$ cat src/mod_pkg.sv
// Shared widths, register map and encodings for the modulus peripheral
// Built for a single width pair only, no per-module overrides
// Register offsets are byte addresses, accesses must be word aligned
// Partial-word writes are not supported, wstrb is ignored

package mod_pkg;

	//--------------------------------------------------------------------------
	// Datapath and bus widths
	//--------------------------------------------------------------------------
	localparam int A_WIDTH    = 14;                 // Dividend
	localparam int B_WIDTH    = 9;                  // Divisor and result
	localparam int DATA_WIDTH = 32;                 // AXI data
	localparam int ADDR_WIDTH = 5;                  // AXI byte address
	localparam int CNT_WIDTH  = $clog2(A_WIDTH);    // Divider bit counter

	//--------------------------------------------------------------------------
	// Register map
	//--------------------------------------------------------------------------
	localparam logic [ADDR_WIDTH-1:0] REG_A      = 5'h00;
	localparam logic [ADDR_WIDTH-1:0] REG_B      = 5'h04;
	localparam logic [ADDR_WIDTH-1:0] REG_CTRL   = 5'h08;  // go, tc, op
	localparam logic [ADDR_WIDTH-1:0] REG_STATUS = 5'h0C;  // busy, done, div_zero
	localparam logic [ADDR_WIDTH-1:0] REG_RESULT = 5'h10;

	// AXI response codes
	localparam logic [1:0] RESP_OKAY   = 2'b00;
	localparam logic [1:0] RESP_SLVERR = 2'b10;

	// CTRL bit 2
	typedef enum logic {
		OP_MOD = 1'b0,    // Sign follows divisor
		OP_REM = 1'b1     // Sign follows dividend
	} op_e;

	// Sequential divider phases
	typedef enum logic [1:0] {
		DIV_IDLE = 2'd0,
		DIV_RUN  = 2'd1,
		DIV_FIX  = 2'd2
	} div_state_e;

endpackage

$ cat src/nr_divider.sv
// Sequential shift/subtract non-restoring divider, remainder only
// Inputs are unsigned magnitudes, sampled on div_start while idle
// One dividend bit per clock, div_done pulses A_WIDTH+1 cycles after start
// A zero divisor gives a meaningless remainder, caller must mask it
// div_start while busy is ignored

`timescale 1ns/1ps

module nr_divider
	import mod_pkg::*;
(
	input  logic               clk,
	input  logic               rst_n,
	input  logic               div_start,
	input  logic [A_WIDTH-1:0] a_mag,
	input  logic [B_WIDTH-1:0] b_mag,
	output logic               div_busy,
	output logic               div_done,
	output logic [B_WIDTH-1:0] rem_mag
);

	div_state_e           state;
	logic [CNT_WIDTH-1:0] bit_cnt;      // Dividend bits retired
	logic [B_WIDTH:0]     part_rem;     // Signed partial remainder, one guard bit
	logic [A_WIDTH-1:0]   dvd_sr;       // Remaining dividend bits, MSB first
	logic [B_WIDTH-1:0]   dvs;          // Held divisor
	logic [B_WIDTH:0]     shifted;
	logic [B_WIDTH:0]     step_sum;
	logic [B_WIDTH:0]     fix_sum;

	// Bring the next dividend bit into the partial remainder
	assign shifted  = {part_rem[B_WIDTH-1:0], dvd_sr[A_WIDTH-1]};
	// Negative remainder adds the divisor back, otherwise subtract
	assign step_sum = part_rem[B_WIDTH] ? shifted + {1'b0, dvs} : shifted - {1'b0, dvs};
	assign fix_sum  = part_rem[B_WIDTH] ? part_rem + {1'b0, dvs} : part_rem;  // Final restore

	assign div_busy = (state != DIV_IDLE);

	//--------------------------------------------------------------------------
	// Control FSM
	//--------------------------------------------------------------------------
	always_ff @(posedge clk or negedge rst_n)
	begin
		if (!rst_n)
		begin
			state    <= DIV_IDLE;
			bit_cnt  <= '0;
			div_done <= 1'b0;
		end
		else
		begin
			div_done <= 1'b0;                   // Single cycle pulse
			case (state)
				DIV_IDLE:
					if (div_start)
					begin
						state   <= DIV_RUN;         // Load cycle
						bit_cnt <= '0;
					end
				DIV_RUN:
				begin
					bit_cnt <= bit_cnt + 1'b1;
					if (bit_cnt == CNT_WIDTH'(A_WIDTH - 1))
						state <= DIV_FIX;           // Last bit retired
				end
				DIV_FIX:
				begin
					state    <= DIV_IDLE;
					div_done <= 1'b1;
				end
				default: state <= DIV_IDLE;
			endcase
		end
	end

	//--------------------------------------------------------------------------
	// Datapath
	//--------------------------------------------------------------------------
	always_ff @(posedge clk)
	begin
		case (state)
			DIV_IDLE:
				if (div_start)
				begin
					part_rem <= '0;                 // First step always subtracts
					dvd_sr   <= a_mag;
					dvs      <= b_mag;
				end
			DIV_RUN:
			begin
				part_rem <= step_sum;
				dvd_sr   <= {dvd_sr[A_WIDTH-2:0], 1'b0};
			end
			DIV_FIX: rem_mag <= fix_sum[B_WIDTH-1:0];  // Always non-negative here
			default: ;
		endcase
	end

endmodule

$ cat src/mod_unit.sv
// Signed/unsigned VHDL mod and rem around the sequential divider
// Operands are sampled on start, later changes do not affect the run
// done pulses one cycle after the divider, 16 cycles after start
// Zero divisor runs the full latency, then gives 0 with div_zero set

`timescale 1ns/1ps

module mod_unit
	import mod_pkg::*;
(
	input  logic               clk,
	input  logic               rst_n,
	input  logic               start,
	input  logic [A_WIDTH-1:0] op_a,
	input  logic [B_WIDTH-1:0] op_b,
	input  logic               tc,
	input  op_e                op,
	output logic               busy,
	output logic               done,
	output logic [B_WIDTH-1:0] result,
	output logic               div_zero
);

	logic               div_start;
	logic               div_busy;
	logic               div_done;
	logic [A_WIDTH-1:0] a_mag;
	logic [B_WIDTH-1:0] b_mag;
	logic [B_WIDTH-1:0] rem_mag;
	logic               a_neg_in;
	logic               b_neg_in;
	logic               a_neg;          // Captured sign flags
	logic               b_neg;
	logic               b_zero;
	op_e                op_q;
	logic [B_WIDTH-1:0] b_mag_q;
	logic [B_WIDTH-1:0] mod_mag;
	logic [B_WIDTH-1:0] res_mag;
	logic               res_neg;
	logic [B_WIDTH-1:0] res_next;

	assign div_start = start & ~busy & ~div_busy;   // One operation in flight
	assign a_neg_in  = tc & op_a[A_WIDTH-1];
	assign b_neg_in  = tc & op_b[B_WIDTH-1];
	assign a_mag     = a_neg_in ? ~op_a + 1'b1 : op_a;  // Most negative value still fits
	assign b_mag     = b_neg_in ? ~op_b + 1'b1 : op_b;
	assign mod_mag   = b_mag_q - rem_mag;         // Distance to next divisor multiple

	nr_divider u_div (
		.clk       (clk),
		.rst_n     (rst_n),
		.div_start (div_start),
		.a_mag     (a_mag),
		.b_mag     (b_mag),
		.div_busy  (div_busy),
		.div_done  (div_done),
		.rem_mag   (rem_mag)
	);

	// Sign rules
	always_comb
	begin
		res_mag = rem_mag;
		res_neg = a_neg;                            // rem follows dividend
		if (op_q == OP_MOD)
		begin
			res_neg = b_neg;                        // mod follows divisor
			if ((rem_mag != '0) && (a_neg != b_neg))
				res_mag = mod_mag;
		end
		if (b_zero)
			res_next = '0;
		else if (res_neg)
			res_next = ~res_mag + 1'b1;
		else
			res_next = res_mag;
	end

	always_ff @(posedge clk)
	begin
		if (div_start)
		begin
			a_neg   <= a_neg_in;
			b_neg   <= b_neg_in;
			b_zero  <= (op_b == '0);
			op_q    <= op;
			b_mag_q <= b_mag;
		end
		if (div_done)
			result <= res_next;
	end

	always_ff @(posedge clk or negedge rst_n)
	begin
		if (!rst_n)
		begin
			busy     <= 1'b0;
			done     <= 1'b0;
			div_zero <= 1'b0;
		end
		else
		begin
			done <= div_done;                       // Aligned with registered result
			if (div_start)
				busy <= 1'b1;
			else if (div_done)
				busy <= 1'b0;                       // Already low while done is high
			if (div_done)
				div_zero <= b_zero;
		end
	end

endmodule

$ cat src/axil_mod_regs.sv
// AXI4-Lite register block for the modulus peripheral
// Single outstanding transaction per channel, no bursts
// wstrb is ignored, every write updates the full register
// Unmapped or unaligned offsets answer SLVERR, reads of them return 0
// Writes to STATUS and RESULT are accepted with OKAY and have no effect
// CTRL go is dropped without error while an operation runs

`timescale 1ns/1ps

module axil_mod_regs
	import mod_pkg::*;
(
	input  logic                    clk,
	input  logic                    rst_n,
	// AXI4-Lite slave
	input  logic [ADDR_WIDTH-1:0]   awaddr,
	input  logic                    awvalid,
	output logic                    awready,
	input  logic [DATA_WIDTH-1:0]   wdata,
	input  logic [DATA_WIDTH/8-1:0] wstrb,      // Not used, full writes only
	input  logic                    wvalid,
	output logic                    wready,
	output logic [1:0]              bresp,
	output logic                    bvalid,
	input  logic                    bready,
	input  logic [ADDR_WIDTH-1:0]   araddr,
	input  logic                    arvalid,
	output logic                    arready,
	output logic [DATA_WIDTH-1:0]   rdata,
	output logic [1:0]              rresp,
	output logic                    rvalid,
	input  logic                    rready,
	// Arithmetic unit
	output logic [A_WIDTH-1:0]      op_a,
	output logic [B_WIDTH-1:0]      op_b,
	output logic                    tc,
	output op_e                     op,
	output logic                    start,
	input  logic                    busy,
	input  logic                    done,
	input  logic [B_WIDTH-1:0]      result,
	input  logic                    div_zero
);

	logic                  wr_hs;
	logic                  rd_hs;
	logic                  done_q;      // Sticky until next start
	logic                  zero_q;
	logic                  last_tc;     // tc of the running or last operation
	logic [B_WIDTH-1:0]    result_q;
	logic [DATA_WIDTH-1:0] rd_word;

	function automatic logic is_mapped(input logic [ADDR_WIDTH-1:0] addr);
		return (addr == REG_A) || (addr == REG_B) || (addr == REG_CTRL) ||
			(addr == REG_STATUS) || (addr == REG_RESULT);
	endfunction

	assign wr_hs = awvalid & awready & wvalid & wready;
	assign rd_hs = arvalid & arready;

	//--------------------------------------------------------------------------
	// Write channel and register fields
	//--------------------------------------------------------------------------
	always_ff @(posedge clk or negedge rst_n)
	begin
		if (!rst_n)
		begin
			awready <= 1'b0;
			wready  <= 1'b0;
			bvalid  <= 1'b0;
			bresp   <= RESP_OKAY;
			op_a    <= '0;
			op_b    <= '0;
			tc      <= 1'b0;
			op      <= OP_MOD;
			start   <= 1'b0;
			last_tc <= 1'b0;
		end
		else
		begin
			awready <= awvalid & wvalid & ~awready & ~bvalid;   // Both channels together
			wready  <= awvalid & wvalid & ~awready & ~bvalid;
			start   <= 1'b0;
			if (wr_hs)
			begin
				bvalid <= 1'b1;
				bresp  <= is_mapped(awaddr) ? RESP_OKAY : RESP_SLVERR;
				case (awaddr)
					REG_A: op_a <= wdata[A_WIDTH-1:0];
					REG_B: op_b <= wdata[B_WIDTH-1:0];
					REG_CTRL:
					begin
						tc <= wdata[1];
						op <= op_e'(wdata[2]);
						if (wdata[0] && !busy)      // go, self clearing
						begin
							start   <= 1'b1;
							last_tc <= wdata[1];
						end
					end
					default: ;                      // STATUS, RESULT, unmapped
				endcase
			end
			else if (bvalid && bready)
				bvalid <= 1'b0;
		end
	end

	// Status capture
	always_ff @(posedge clk or negedge rst_n)
	begin
		if (!rst_n)
		begin
			done_q   <= 1'b0;
			zero_q   <= 1'b0;
			result_q <= '0;
		end
		else if (start)
			done_q <= 1'b0;
		else if (done)
		begin
			done_q   <= 1'b1;
			zero_q   <= div_zero;
			result_q <= result;
		end
	end

	//--------------------------------------------------------------------------
	// Read channel
	//--------------------------------------------------------------------------
	always_comb
	begin
		case (araddr)
			REG_A:      rd_word = DATA_WIDTH'(op_a);
			REG_B:      rd_word = DATA_WIDTH'(op_b);
			REG_CTRL:   rd_word = DATA_WIDTH'({op, tc, 1'b0});     // go reads 0
			REG_STATUS: rd_word = DATA_WIDTH'({zero_q, done_q, busy});
			REG_RESULT:
				if (last_tc)
					rd_word = {{(DATA_WIDTH - B_WIDTH){result_q[B_WIDTH-1]}}, result_q};
				else
					rd_word = DATA_WIDTH'(result_q);
			default:    rd_word = '0;
		endcase
	end

	always_ff @(posedge clk or negedge rst_n)
	begin
		if (!rst_n)
		begin
			arready <= 1'b0;
			rvalid  <= 1'b0;
			rdata   <= '0;
			rresp   <= RESP_OKAY;
		end
		else
		begin
			arready <= arvalid & ~arready & ~rvalid;
			if (rd_hs)
			begin
				rvalid <= 1'b1;
				rdata  <= rd_word;
				rresp  <= is_mapped(araddr) ? RESP_OKAY : RESP_SLVERR;
			end
			else if (rvalid && rready)
				rvalid <= 1'b0;                     // Held until accepted
		end
	end

endmodule

$ cat src/mod_periph_top.sv
// Modulus peripheral top, AXI4-Lite register block plus arithmetic unit
// One operation at a time, status polled by the host, no interrupt

`timescale 1ns/1ps

module mod_periph_top
	import mod_pkg::*;
(
	input  logic                    clk,
	input  logic                    rst_n,
	input  logic [ADDR_WIDTH-1:0]   awaddr,
	input  logic                    awvalid,
	output logic                    awready,
	input  logic [DATA_WIDTH-1:0]   wdata,
	input  logic [DATA_WIDTH/8-1:0] wstrb,
	input  logic                    wvalid,
	output logic                    wready,
	output logic [1:0]              bresp,
	output logic                    bvalid,
	input  logic                    bready,
	input  logic [ADDR_WIDTH-1:0]   araddr,
	input  logic                    arvalid,
	output logic                    arready,
	output logic [DATA_WIDTH-1:0]   rdata,
	output logic [1:0]              rresp,
	output logic                    rvalid,
	input  logic                    rready
);

	logic [A_WIDTH-1:0] op_a;
	logic [B_WIDTH-1:0] op_b;
	logic               tc;
	op_e                op;
	logic               start;      // One cycle, register block to unit
	logic               busy;
	logic               done;       // One cycle, unit to register block
	logic [B_WIDTH-1:0] result;
	logic               div_zero;

	axil_mod_regs u_regs (
		.clk      (clk),      .rst_n    (rst_n),
		.awaddr   (awaddr),   .awvalid  (awvalid),  .awready  (awready),
		.wdata    (wdata),    .wstrb    (wstrb),    .wvalid   (wvalid),   .wready (wready),
		.bresp    (bresp),    .bvalid   (bvalid),   .bready   (bready),
		.araddr   (araddr),   .arvalid  (arvalid),  .arready  (arready),
		.rdata    (rdata),    .rresp    (rresp),    .rvalid   (rvalid),   .rready (rready),
		.op_a     (op_a),     .op_b     (op_b),     .tc       (tc),       .op     (op),
		.start    (start),    .busy     (busy),     .done     (done),
		.result   (result),   .div_zero (div_zero)
	);

	mod_unit u_mod (
		.clk      (clk),      .rst_n    (rst_n),
		.start    (start),    .op_a     (op_a),     .op_b     (op_b),
		.tc       (tc),       .op       (op),
		.busy     (busy),     .done     (done),
		.result   (result),   .div_zero (div_zero)
	);

endmodule

$ cat config.mk
export PLATFORM = sky130hd
export DESIGN_NAME = mod_periph_top
export DESIGN_NICKNAME = d
export VERILOG_FILES = /design/src/mod_pkg.sv /design/src/nr_divider.sv /design/src/mod_unit.sv /design/src/axil_mod_regs.sv /design/src/mod_periph_top.sv
export SDC_FILE = /design/constraint.sdc
export NUM_CORES = 1
export LEC_CHECK = 0
export BUFFER_PORTS_ARGS = -buffer_cell sky130_fd_sc_hd__buf_2
export CAP_MARGIN = 20
export CORE_UTILIZATION = 63
export CTS_CLUSTER_DIAMETER = 80
export DETAILED_ROUTE_END_ITERATION = 8
export GPL_TIMING_DRIVEN = 0
export PLACE_DENSITY = 0.89
export SYNTH_ARGS = -nofsm -noshare
export SYNTH_HDL_FRONTEND = slang
export SYNTH_SLANG_ARGS = --single-unit
$ cat constraint.sdc
create_clock -name clk -period 8.5 [get_ports clk]
set_clock_uncertainty 0.15 [all_clocks]
set_input_delay 2.55 -clock clk [delete_from_list [all_inputs] [get_ports clk]]
set_output_delay 2.55 -clock clk [all_outputs]
set_load 0.03 [all_outputs]
==> flow_summary.yaml <==
status:
  outcome: "complete, no violations"
grt:
  track_usage_pct: 30.5
  grt_overflow: 0
  grt_pass1_vias: 5503
  antenna_found_initial: 0
  grt_max_degree: 70
  grt_first_pass_wirelength_microns: 26700
pwr:
  vdd_drop_max_mv: 0.224
  p_sw_mw: 0.357
  p_per_area_nw_per_um2: 175
  p_sw_share_pct: 25.0
  pwr-share-seq_pct: 46.5
  p_clk_share_pct: 45.9
  p_leak_nw: 3.75
  pwr-share-comb_pct: 7.7
  p_int_mw: 1.07
placed_design:
  port_buffers: 68
  placed_cell_area_sq_um: 7640
  pre_cts_slack_ns: 4.08
  hpwl_microns: 11800
  place_congestion: 0.897
synthesis:
  synth_edf_count: 55
  synthFlopType: "dfrtp_1"
  syn_inst: 658
  yosysSeqAreaShare_pct: 47.7
  yosysTopAreaCell: "dfrtp_1"
  yosysUniqueCellTypes: 68
  avgSynthCellArea_sq_um: 10.8
  syn_area_sq_um: 7080
  synthTopCellsByArea: "dfrtp_1, edfxtp_1, mux2_2"
  yosys_register_bits: 124
  yosysMostFrequentCell: "dfrtp_1"
  yosysWarnings: 0
  synth_top_area_share_pct: 24.4
  async_flop_share_pct: 55.6
  synthTopCellsByCount: "dfrtp_1, nand2_1, nor2_1"
setup_path:
  reg2reg_from: "u_mod.u_div.part_rem[9]"
  cp-start-kind: "register"
  slowest_stage: "dfrtp_1"
  crit_path_max_fanout: 19
  rrSetupSlack_ns: 4.68
  cp-startpoint: "u_regs.rdata[30]"
  required_ns: 5.80
  critical_path_depth: 2
  crit_family: "flip-flops"
  slowest_delay_ns: 0.70
  worstPathArrival_ns: 1.64
  reg2regPathDepth: 11
  critical_path.cell_chain: "buf_4 -> buf_2"
  cp-end-kind: "output port"
  r2r-end: "u_mod.u_div.part_rem[9]"
  worst-path-buf-inv: 2
  path_class: "register to output port"
sta:
  report.final.slew_viol_count: 0
  hold_slack_ns: 0.324
  worstMarginPinSlew_ns: 0.907
  setup_violations: 0
  hold_violations: 0
  fin_ws_ns: 4.16
  slew_headroom_pct: 39.4
  post-route-period-util_pct: 51.1
  rsz0062_at_grt: "no"
  max_freq_mhz: 230
  min_period_ns: 4.34
  finalSetupTns_ns: 0
cts:
  cts_root_buffer: "clkbuf_8"
  post-cts-setup-buffers: 0
  cts_resized: 0
  clkSinkCount: 124
  cts_tree: "built"
  clk_latency_ns: 0.52
  clockBufferDepth: 2
  hold_buffers: 0
  htree_levels: 4
  path_clk_slew_ns: 0.06
  cts-buffers-inserted: 17
floorplan:
  start_util_pct: 65.0
  rows: 38
  fp.dieW_microns: 108
  core_region_area_sq_um: 10900
  die-area_sq_um: 11700
  ios: 94
  die_y_microns: 108
min_path:
  hold_end: "u_regs.awready"
  worstHoldStart: "u_regs.bvalid"
  hold_class: "register to register"
  hold_depth: 1
detailed_routing:
  via_per_inst: 6.10
  drt_iter0_markers: 477
  wl_per_cell_microns: 18.6
  drc: 0
  postRouteAntennaNets: 0
  vias: 5498
  drtPass1Iterations: 6
  drt-total-wl_microns: 16700
finish:
  utilization_pct: 75.1
  final_nets: 837
  areaGrowthSynthToFinish_pct: 15.5
  diodes: 0
  drive_gt1_share_pct: 24.8
  finalInstanceArea_sq_um: 8180
flow_run:
  maxCapViolCount: 0
## layout make-up
cell class | count | area [sq um]
fillers | 665 | 2710
flip-flops and latches | 124 | 3380
well taps | 140 | 175
clock inverters | 12 | 85.1
clock buffers | 20 | 455
plain buffers | 36 | 221
inverters | 37 | 139
multi-input cells | 462 | 3350
repair buffers | 70 | 369
## cell usage in the layout (no fill, tap or decap), types with 11 or more instances in the layout
cell type | Yosys | routed
o21ai_0 | 33 | 33
edfxtp_1 | 55 | 55
nor3_1 | 13 | 12
mux2_2 | 50 | 50
nor2_1 | 56 | 56
a21o_1 | 11 | 11
dfrtp_1 | 69 | 69
inv_1 | 37 | 37
clkbuf_1 | 13 | 13
buf_2 | 0 | 67
xnor2_1 | 25 | 25
ha_1 | 33 | 33
a21oi_1 | 27 | 26
nand2_1 | 60 | 60
nand3_1 | 21 | 21
mux2i_1 | 11 | 11
buf_4 | 21 | 22
xor2_1 | 26 | 26
clkbuf_16 | 0 | 16
## sequential cells by signal, indices dropped and copies added, names as in the netlist, 5 cells and up
signal,flops
u_regs.rdata,15
u_mod.u_div.dvd_sr,14
u_regs.op_a,14
u_mod.u_div.part_rem,10
u_mod.result,9
u_mod.u_div.rem_mag,9
u_regs.op_b,9
u_regs.result_q,9
u_mod.u_div.dvs,5
## routing by layer
layer / track usage, % / vias up / share of wire [%]
met4: 14.6 / 0 / 3.1
met3: 7.29 / 48 / 6.6
met1: 36.4 / 2714 / 40
li1: - / 2501 / -
met5: 0 / - / 0
met2: 52.0 / 235 / 51
## worst max-delay path by stage
stage	end	slack (ns)
after CTS	rdata[29]	4.16
after global placement	u_regs.last_tc	4.19
after detailed placement	u_regs.op_a[13]	4.08
final	rdata[29]	4.16
after floorplan	u_regs.last_tc	4.46
after global routing	rdata[29]	4.09
## stage by stage
stage	total power, mW	instances
6_report	1.43	901
5_1_grt	1.48	901
4_1_cts	1.43	901
3_5_place_dp	0.780	869
3_3_place_gp	0.771	867
2_1_floorplan	0.739	659
## power groups by stage
| stage | sequential [mW] | clock [mW] | combinational [mW] |
|---|---|---|---|
| global route | 0.665 | 0.690 | 0.121 |
| floorplan | 0.677 | 0 | 0.0626 |
| global placement | 0.672 | 0 | 0.0994 |
| detailed placement | 0.673 | 0 | 0.107 |
| CTS | 0.662 | 0.659 | 0.109 |
| finish | 0.663 | 0.654 | 0.110 |
## kinds of logic after synthesis
| family | count (synthesis) | share of synthesized area (%) |
|---|---|---|
| adder cells (fa/ha/maj) | 36 | 6.68 |
| XOR/XNOR | 51 | 6.31 |
| flip-flops | 124 | 47.7 |
| buffers and inverters | 73 | 5.09 |
| multiplexers | 62 | 9.67 |
| other | 1 | 0.0530 |
| AND/OR/NAND/NOR | 193 | 13.5 |
| AO/OA/AOI/OAI | 118 | 11.0 |
Note: power is estimated with default switching activity, not from simulation.
